===== config.mk =====
export PLATFORM = sky130hd
export DESIGN_NAME = axi_atop_filter
export DESIGN_NICKNAME = d
export VERILOG_FILES = /design/src/logic/axi_pkg.sv /design/src/logic/axi_atop_filter.sv /design/src/logic/stream_register.sv
export VERILOG_INCLUDE_DIRS = /design/src /design/src/logic
export SDC_FILE = /design/constraint.sdc
export NUM_CORES = 1
export LEC_CHECK = 0
export BUFFER_PORTS_ARGS = -buffer_cell sky130_fd_sc_hd__buf_2
export CORE_AREA = 2 2 128 130
export CTS_BUF_LIST = sky130_fd_sc_hd__clkbuf_4 sky130_fd_sc_hd__clkbuf_8
export DETAILED_ROUTE_END_ITERATION = 12
export DIE_AREA = 0 0 130 132
export PLACE_DENSITY = 0.52
export SYNTH_ARGS = -nofsm -noshare
export SYNTH_HDL_FRONTEND = slang
export SYNTH_SLANG_ARGS = --single-unit
export TNS_END_PERCENT = 5

===== constraint.sdc =====
create_clock -name clk_i -period 3 [get_ports clk_i]
set_input_delay 0.15 -clock clk_i [delete_from_list [all_inputs] [get_ports clk_i]]
set_output_delay 0.15 -clock clk_i [all_outputs]
set_load 0.1 [all_outputs]

===== src/logic/axi_defines.svh =====
// Bus widths, outstanding write burst limit and memory depth of the AXI subsystem.
`ifndef AXI_DEFINES_SVH
`define AXI_DEFINES_SVH

// Transaction ID bits.
`define AXI_ID_WIDTH 4

// Byte address bits.
`define AXI_ADDR_WIDTH 16

// Data bus bits, one memory word per beat.
`define AXI_DATA_WIDTH 32

// Default limit on write bursts outstanding downstream of the filter.
`define AXI_MAX_WRITE_TXNS 2

// Memory depth in words.
`define AXI_MEM_WORDS 256

`endif


===== src/logic/axi_pkg.sv =====
// AXI4 field types, channel and bus structs, response, burst and atomic operation codes.
`default_nettype none

`include "axi_defines.svh"

package axi_pkg;

  // Field vectors.
  typedef logic [`AXI_ID_WIDTH-1:0]     id_t;
  typedef logic [`AXI_ADDR_WIDTH-1:0]   addr_t;
  typedef logic [`AXI_DATA_WIDTH-1:0]   data_t;
  typedef logic [`AXI_DATA_WIDTH/8-1:0] strb_t;
  typedef logic [7:0]                   len_t;
  typedef logic [2:0]                   size_t;
  typedef logic [5:0]                   atop_t;

  // Response codes.
  typedef enum logic [1:0] {
    RESP_OKAY   = 2'b00,
    RESP_SLVERR = 2'b10
  } resp_e;

  // Burst codes, the memory treats all of them as INCR.
  typedef enum logic [1:0] {
    BURST_FIXED = 2'b00,
    BURST_INCR  = 2'b01,
    BURST_WRAP  = 2'b10
  } burst_e;

  // Atomic operation class in atop[5:4].
  localparam logic [1:0] ATOP_NONE        = 2'b00;
  localparam logic [1:0] ATOP_ATOMICSTORE = 2'b01;

  typedef struct packed {
    id_t    id;
    addr_t  addr;
    len_t   len;
    size_t  size;
    burst_e burst;
    atop_t  atop;
  } aw_chan_t;

  typedef struct packed {
    data_t data;
    strb_t strb;
    logic  last;
  } w_chan_t;

  typedef struct packed {
    id_t   id;
    resp_e resp;
  } b_chan_t;

  typedef struct packed {
    id_t    id;
    addr_t  addr;
    len_t   len;
    size_t  size;
    burst_e burst;
  } ar_chan_t;

  typedef struct packed {
    id_t   id;
    data_t data;
    resp_e resp;
    logic  last;
  } r_chan_t;

  // Master to slave direction.
  typedef struct packed {
    aw_chan_t aw;
    logic     aw_valid;
    w_chan_t  w;
    logic     w_valid;
    logic     b_ready;
    ar_chan_t ar;
    logic     ar_valid;
    logic     r_ready;
  } axi_req_t;

  // Slave to master direction.
  typedef struct packed {
    logic    aw_ready;
    logic    w_ready;
    b_chan_t b;
    logic    b_valid;
    logic    ar_ready;
    r_chan_t r;
    logic    r_valid;
  } axi_resp_t;

endpackage

`default_nettype wire


===== src/logic/axi_atop_filter.sv =====
// AXI4 filter that absorbs atomic write bursts and answers them with SLVERR responses.
`default_nettype none

`include "axi_defines.svh"

module axi_atop_filter
  import axi_pkg::*;
#(
  parameter int unsigned MaxWriteTxns = `AXI_MAX_WRITE_TXNS
) (
  input  wire logic      clk_i,
  input  wire logic      rst_ni,
  input  wire axi_req_t  slv_req_i,
  output axi_resp_t      slv_resp_o,
  output axi_req_t       mst_req_o,
  input  wire axi_resp_t mst_resp_i
);

  localparam int unsigned CntWidth = $clog2(MaxWriteTxns + 1);

  // Extra bit so that -1 is representable.
  typedef logic signed [CntWidth:0] cnt_t;

  typedef enum logic [2:0] {
    W_FEEDTHROUGH, W_BLOCK_AW, W_ABSORB, W_HOLD_B, W_INJECT_B, W_WAIT_R
  } w_state_e;

  typedef enum logic [1:0] {R_FEEDTHROUGH, R_INJECT, R_HOLD} r_state_e;

  // Beats to inject for one atomic load.
  typedef struct packed {
    len_t len;
  } r_cmd_t;

  w_state_e w_state_d, w_state_q, w_done_state;
  r_state_e r_state_d, r_state_q;
  cnt_t     w_cnt_d, w_cnt_q;
  id_t      id_d, id_q;
  len_t     r_beats_d, r_beats_q;
  r_cmd_t   cmd_push, cmd_pop;
  logic     cmd_push_valid, cmd_push_ready, cmd_pop_valid, cmd_pop_ready;
  logic     aw_pending_w, w_pending_aw, aw_is_atop, fwd_b_stalled, fwd_r_stalled;
  logic     mst_aw_valid, mst_w_valid, mst_b_ready, mst_r_ready;
  logic     slv_aw_ready, slv_w_ready, slv_b_valid, slv_r_valid;
  b_chan_t  slv_b;
  r_chan_t  slv_r;

  // Downstream holds an AW still waiting for W data.
  assign aw_pending_w  = w_cnt_q > 0;
  // Downstream holds a full W burst ahead of its AW.
  assign w_pending_aw  = w_cnt_q == -1;
  assign aw_is_atop    = slv_req_i.aw_valid && (slv_req_i.aw.atop[5:4] != ATOP_NONE);
  assign fwd_b_stalled = mst_resp_i.b_valid && !slv_req_i.b_ready;
  assign fwd_r_stalled = mst_resp_i.r_valid && !slv_req_i.r_ready;
  // After the last absorbed W beat, wait out a stalled B first.
  assign w_done_state  = fwd_b_stalled ? W_HOLD_B : W_INJECT_B;
  assign cmd_push.len  = slv_req_i.aw.len;

  // Write side FSM.
  always_comb begin
    mst_aw_valid   = 1'b0;
    slv_aw_ready   = 1'b0;
    mst_w_valid    = 1'b0;
    slv_w_ready    = 1'b0;
    mst_b_ready    = slv_req_i.b_ready;
    slv_b_valid    = mst_resp_i.b_valid;
    slv_b          = mst_resp_i.b;
    id_d           = id_q;
    cmd_push_valid = 1'b0;
    w_state_d      = w_state_q;
    unique case (w_state_q)
      W_FEEDTHROUGH: begin
        // Forward AW while below the burst limit.
        if (w_pending_aw || (int'(w_cnt_q) < int'(MaxWriteTxns))) begin
          mst_aw_valid = slv_req_i.aw_valid;
          slv_aw_ready = mst_resp_i.aw_ready;
        end
        // W may run ahead of a plain AW, but only one burst deep.
        if (aw_pending_w || (slv_req_i.aw_valid && !aw_is_atop && !w_pending_aw)) begin
          mst_w_valid = slv_req_i.w_valid;
          slv_w_ready = mst_resp_i.w_ready;
        end
        if (aw_is_atop) begin
          // Take the atomic AW here, it never goes downstream.
          mst_aw_valid = 1'b0;
          slv_aw_ready = 1'b1;
          id_d         = slv_req_i.aw.id;
          // Loads, swaps and compares also need R beats.
          cmd_push_valid = slv_req_i.aw.atop[5:4] != ATOP_ATOMICSTORE;
          if (aw_pending_w) begin
            w_state_d = W_BLOCK_AW;
          end else begin
            mst_w_valid = 1'b0;
            slv_w_ready = 1'b1;
            if (slv_req_i.w_valid && slv_req_i.w.last) begin
              w_state_d = w_done_state;
            end else begin
              w_state_d = W_ABSORB;
            end
          end
        end
      end
      W_BLOCK_AW: begin
        // Let older W bursts drain first.
        if (aw_pending_w) begin
          mst_w_valid = slv_req_i.w_valid;
          slv_w_ready = mst_resp_i.w_ready;
        end else begin
          slv_w_ready = 1'b1;
          if (slv_req_i.w_valid && slv_req_i.w.last) begin
            w_state_d = w_done_state;
          end else begin
            w_state_d = W_ABSORB;
          end
        end
      end
      W_ABSORB: begin
        slv_w_ready = 1'b1;
        if (slv_req_i.w_valid && slv_req_i.w.last) begin
          w_state_d = w_done_state;
        end
      end
      W_HOLD_B: begin
        if (mst_resp_i.b_valid && slv_req_i.b_ready) begin
          w_state_d = W_INJECT_B;
        end
      end
      W_INJECT_B: begin
        // Own error response, downstream B waits.
        mst_b_ready = 1'b0;
        slv_b_valid = 1'b1;
        slv_b.id    = id_q;
        slv_b.resp  = RESP_SLVERR;
        if (slv_req_i.b_ready) begin
          if (cmd_pop_valid && !cmd_pop_ready) begin
            w_state_d = W_WAIT_R;
          end else begin
            w_state_d = W_FEEDTHROUGH;
          end
        end
      end
      W_WAIT_R: begin
        if (!cmd_pop_valid || cmd_pop_ready) begin
          w_state_d = W_FEEDTHROUGH;
        end
      end
      default: w_state_d = W_FEEDTHROUGH;
    endcase
  end

  // Read side FSM.
  always_comb begin
    slv_r         = mst_resp_i.r;
    slv_r_valid   = mst_resp_i.r_valid;
    mst_r_ready   = slv_req_i.r_ready;
    cmd_pop_ready = 1'b0;
    r_beats_d     = r_beats_q;
    r_state_d     = r_state_q;
    unique case (r_state_q)
      R_FEEDTHROUGH: begin
        if (fwd_r_stalled) begin
          r_state_d = R_HOLD;
        end else if (cmd_pop_valid) begin
          r_beats_d = cmd_pop.len;
          r_state_d = R_INJECT;
        end else if (cmd_push_valid) begin
          // Start right after the push, no need to wait for the register.
          r_beats_d = cmd_push.len;
          r_state_d = R_INJECT;
        end
      end
      R_INJECT: begin
        mst_r_ready = 1'b0;
        slv_r_valid = 1'b1;
        slv_r       = '0;
        slv_r.id    = id_q;
        slv_r.resp  = RESP_SLVERR;
        slv_r.last  = r_beats_q == '0;
        if (slv_req_i.r_ready) begin
          if (slv_r.last) begin
            cmd_pop_ready = 1'b1;
            r_state_d     = R_FEEDTHROUGH;
          end else begin
            r_beats_d = r_beats_q - len_t'(1);
          end
        end
      end
      R_HOLD: begin
        if (mst_resp_i.r_valid && slv_req_i.r_ready) begin
          r_beats_d = cmd_pop.len;
          r_state_d = cmd_pop_valid ? R_INJECT : R_FEEDTHROUGH;
        end
      end
      default: r_state_d = R_FEEDTHROUGH;
    endcase
  end

  // Downstream request, atop always cleared.
  always_comb begin
    mst_req_o          = '0;
    mst_req_o.aw       = slv_req_i.aw;
    mst_req_o.aw.atop  = '0;
    mst_req_o.aw_valid = mst_aw_valid;
    mst_req_o.w        = slv_req_i.w;
    mst_req_o.w_valid  = mst_w_valid;
    mst_req_o.b_ready  = mst_b_ready;
    mst_req_o.ar       = slv_req_i.ar;
    mst_req_o.ar_valid = slv_req_i.ar_valid;
    mst_req_o.r_ready  = mst_r_ready;
  end

  // Upstream response.
  always_comb begin
    slv_resp_o          = '0;
    slv_resp_o.aw_ready = slv_aw_ready;
    slv_resp_o.w_ready  = slv_w_ready;
    slv_resp_o.b        = slv_b;
    slv_resp_o.b_valid  = slv_b_valid;
    slv_resp_o.ar_ready = mst_resp_i.ar_ready;
    slv_resp_o.r        = slv_r;
    slv_resp_o.r_valid  = slv_r_valid;
  end

  // Count AW handshakes up and last W handshakes down.
  always_comb begin
    w_cnt_d = w_cnt_q;
    if (mst_aw_valid && mst_resp_i.aw_ready) begin
      w_cnt_d = w_cnt_d + cnt_t'(1);
    end
    if (mst_w_valid && mst_resp_i.w_ready && slv_req_i.w.last) begin
      w_cnt_d = w_cnt_d - cnt_t'(1);
    end
  end

  always_ff @(posedge clk_i or negedge rst_ni) begin
    if (!rst_ni) begin
      w_state_q <= W_FEEDTHROUGH;
      r_state_q <= R_FEEDTHROUGH;
      w_cnt_q   <= '0;
      id_q      <= '0;
      r_beats_q <= '0;
    end else begin
      w_state_q <= w_state_d;
      r_state_q <= r_state_d;
      w_cnt_q   <= w_cnt_d;
      id_q      <= id_d;
      r_beats_q <= r_beats_d;
    end
  end

  stream_register #(
    .T (r_cmd_t)
  ) i_r_cmd (
    .clk_i   (clk_i),
    .rst_ni  (rst_ni),
    .valid_i (cmd_push_valid),
    .ready_o (cmd_push_ready),
    .data_i  (cmd_push),
    .valid_o (cmd_pop_valid),
    .ready_i (cmd_pop_ready),
    .data_o  (cmd_pop)
  );

  // An atomic AW upstream never reaches the memory side.
  a_no_atop_fwd: assert property (@(posedge clk_i) disable iff (!rst_ni)
    mst_req_o.aw_valid |-> (mst_req_o.aw.atop == '0) && !aw_is_atop);

  // The write FSM only takes a new atomic once the previous R command drained.
  a_cmd_room: assert property (@(posedge clk_i) disable iff (!rst_ni)
    cmd_push_valid |-> cmd_push_ready);

endmodule

`default_nettype wire


===== src/logic/stream_register.sv =====
// One-entry valid/ready register with a type parameter for its payload.
`default_nettype none

module stream_register #(
  parameter type T = logic
) (
  input  wire logic clk_i,
  input  wire logic rst_ni,
  input  wire logic valid_i,
  output logic      ready_o,
  input  wire T     data_i,
  output logic      valid_o,
  input  wire logic ready_i,
  output T          data_o
);

  logic full_q;
  T     data_q;

  // Room when empty or when the held item leaves this cycle.
  assign ready_o = !full_q || ready_i;
  assign valid_o = full_q;
  assign data_o  = data_q;

  always_ff @(posedge clk_i or negedge rst_ni) begin
    if (!rst_ni) begin
      full_q <= 1'b0;
    end else if (ready_o) begin
      full_q <= valid_i;
    end
  end

  // Payload is loaded on every accepted push.
  always_ff @(posedge clk_i) begin
    if (valid_i && ready_o) begin
      data_q <= data_i;
    end
  end

  // A waiting item keeps its value until it is taken.
  a_hold_stable: assert property (@(posedge clk_i) disable iff (!rst_ni)
    valid_o && !ready_i |=> valid_o && $stable(data_o));

endmodule

`default_nettype wire


==> qor.txt <==
Min-delay worst type = input port to flip-flop
Setup TNS = 0 ns
Die width = 130 um
Worst EP arrival = 2.28 ns
Filler cells = 1768
Antenna diode count = 0
H-tree levels = 2
Worst r2r src = r_state_q[0]$_DFFE_PN0P_
Setup crit start = r_state_q[1]$_DFFE_PN0P_
Seq/Total Area, Yosys = 23.85%
Final WL = 10.47 mm
Number of max-cap violations = 0
Slew Viols, Final = 0
Die Y = 132 um
Final ANT Viol Nets = 0
Crit. End Element = output pin
First-pass GRT wire length = 15.32 mm
Fin util = 21.44%
CTS root buffer = clkbuf_8
Status = finished clean
Synth Area per Inst = 8.427 um^2
RD Place Congestion = 0.8225
Distinct cells, synth = 54
Core footprint = 15710 um^2
DPL Wire Length = 8.809 mm
Clock Path Buffers = 2
VDD IR max = 995.7 uV
Pin count of the biggest net entering global routing = 41
GR Util met1 = 13.14%
Router iterations before antenna repair = 4
Clock latency on the worst-skew pair = 0.29 ns
Worst Setup Start Kind = flip-flop
Slowest stage cell, crit path = buf_2
Met3 GRT Util = 3.977%
Starting density of the core = 20.43%
CP max stage delay = 0.45 ns
Unrepaired setup endpoints after global routing = false
Clock Pin Slew Worst Setup and Hold Paths = 0.08 ns
Number of flops mapped to enable cells by yosys = 8
CTS sink cnt = 29
Post-DR wirelength/cell = 17.02 um
Area of the multi-input gates = 1446 um^2
I/O Buffers = 135
Hold Path Origin = slv_req_i[88]
Worst path required time = 2.85 ns
Max Freq = 410.8 MHz
Mapped cell area = 3211 um^2
Synth Flop Type = dfrtp_1
Grt peak-use layer = met2
Final min period = 2.434 ns
Reg area = 765.7 um^2
Cells after synthesis = 381
Crit-path max FO = 16
Rel. slew slack = 59.50%
I/O pin count = 330
Setup CP Type = flip-flop to output pin
Vias = 2563
DRT iter0 DRCs = 138
Ys async rst share = 72.41%
Vias per inst = 4.167
Final setup fails = 0
Least-Margin Pin Slew = 0.6049 ns
Vias in the first global route = 2537
PostCTS Resize Cnt = 0
Hold Violations, Final = 0
DIE AREA = 17160 um^2
Final #Nets = 574
Pwr Density = 1527 nW/um^2
Leak = 1.555 nW
Initial antenna violation count = 0
Skew final = 0.01485 ns
Crit-path cells = inv_1 > ha_2 > nor4b_2 > nand2_1 > o21ai_1 > buf_2
DRC violations left = 0
FP Rows = 46
CTS tree = built
Synth warnings = 0
Postcts setup bufs = 0
Final hold slack = 0.06627 ns
Synth Register Bits = 29
Share of post-route cells with drive strength above 1 = 43.11%
CTS buffer count = 5
Met2 Use GR = 19.23%
GRT Resource Usage Total = 11.39%
Final worst path period share = 81.13%
GRT overflow = 0
Area delta synth->final = 4.949%
## through the flow
| stage | setup WS [ns] | cell area (um^2) | power [mW] | std cells |
|---|---|---|---|---|
| final | 0.5660 | 3369 | 5.146 | 615 |
| after global routing | 0.4298 | 3369 | 5.428 | 615 |
| after CTS | 0.5395 | 3369 | 5.181 | 615 |
| after detailed placement | 0.6281 | 3226 | 4.667 | 606 |
| after global placement | 0.6792 | 3226 | 4.628 | 606 |
| after floorplan | 0.3744 | 3229 | 4.724 | 386 |
## cell type report
cell class / instances / share of cell area, %
clock buffer: 5 / 2.042
clock inverter: 3 / 1.931
inverter: 14 / 1.560
multi-input combinational: 210 / 42.93
sequential: 29 / 22.73
tap: 216 / 8.021
timing repair buffer: 138 / 20.79
## worst max-delay path, delay by kind of cell, from the launching register on
| kind | cells | cell delay [ns] |
|---|---|---|
| AO/OA/AOI/OAI | 1 | 0.10 |
| flip-flops | 1 | 0.40 |
| adder cells (fa/ha/maj) | 1 | 0.37 |
| AND/OR/NAND/NOR | 2 | 0.56 |
| buffers and inverters | 2 | 0.56 |
## cell families after synthesis
group	count (synthesis)	share of synthesized area, %
multiplexers	18	6.157
flip-flops	29	23.85
XOR/XNOR	4	1.091
AO/OA/AOI/OAI	56	12.12
AND/OR/NAND/NOR	116	21.01
buffers and inverters	147	31.76
other	1	0.1168
adder cells (fa/ha/maj)	10	3.897
## layout by cell type, fill, tap and decap left out, types with 3 or more instances in the layout
cell type | Yosys | routed
a211oi_1 | 7 | 7
edfxtp_1 | 8 | 8
buf_2 | 2 | 135
a21oi_1 | 7 | 7
nor2_1 | 13 | 13
a31oi_1 | 3 | 3
or2_2 | 4 | 4
mux2i_1 | 4 | 4
o21ai_0 | 13 | 12
nand2b_1 | 6 | 6
conb_1 | 1 | 6
a22oi_1 | 4 | 4
o311ai_0 | 3 | 3
clkbuf_8 | 0 | 5
ha_1 | 10 | 9
mux2_2 | 14 | 14
dfrtp_1 | 21 | 21
nand2_1 | 21 | 21
nor2b_1 | 43 | 43
nand3_1 | 11 | 11
inv_1 | 14 | 14
o211ai_1 | 4 | 4
## metal layers
layer | vias up | part of all wire [%] | wire, um
li1 | 1194 | - | -
met1 | 1207 | 39 | 4062
met2 | 125 | 48 | 5070
met3 | 37 | 10 | 1062
met4 | 0 | 2.6 | 272
met5 | - | 0 | 0
## final timing paths
| check | end | depth (start not counted) | slack, ns |
|---|---|---|---|
| max | slv_resp_o[1] | 6 | 0.57 |
| min | i_r_cmd.data_o[2]$_DFFE_PP_ | 1 | 0.07 |
| max reg2reg | r_beats_q[2]$_DFFE_PN0P_ | 6 | 0.60 |
| min reg2reg | id_q[3]$_DFFE_PN0P_ | 1 | 0.53 |
| max in group asynchronous | r_state_q[1]$_DFFE_PN0P_ | 2 | 2.22 |
| min in group asynchronous | r_beats_q[0]$_DFFE_PN0P_ | 2 | 0.40 |
## state kept, by name, indices dropped and copies added (netlist names)
name             count
id_q                 4
w_state_q            3
r_state_q            2
w_cnt_q              3
i_r_cmd.data_o       8
i_r_cmd.valid_o      1
r_beats_q            8
## power by group
group          switching [mW]  total [mW]  internal, mW
Combinational            3.00        3.87         0.866
Sequential              0.224       0.786         0.563
Clock                   0.162       0.492         0.330
## synth_stat cells (all sizes together), types with 4 or more instances
cell,instances,area share [%]
o21ai,14,2.2
buf,124,29
clkbuf,9,1.1
nand3,11,1.7
a21oi,7,1.1
inv,14,1.6
or2,4,0.78
a22oi,4,0.94
o211ai,4,0.94
ha,10,3.9
nand2,22,2.7
nor2,13,1.5
mux2,14,4.9
nand2b,6,1.2
a211oi,7,1.6
mux2i,4,1.2
dfrtp,21,16
edfxtp,8,7.5
nor2b,43,8.4
## what timing repair did
action	4_1_cts	5_1_grt
endpoints found under the setup margin	0	0
hold endpoints to repair	21	0
hold buffers	1	0
Power figures use the tool's default switching activity.
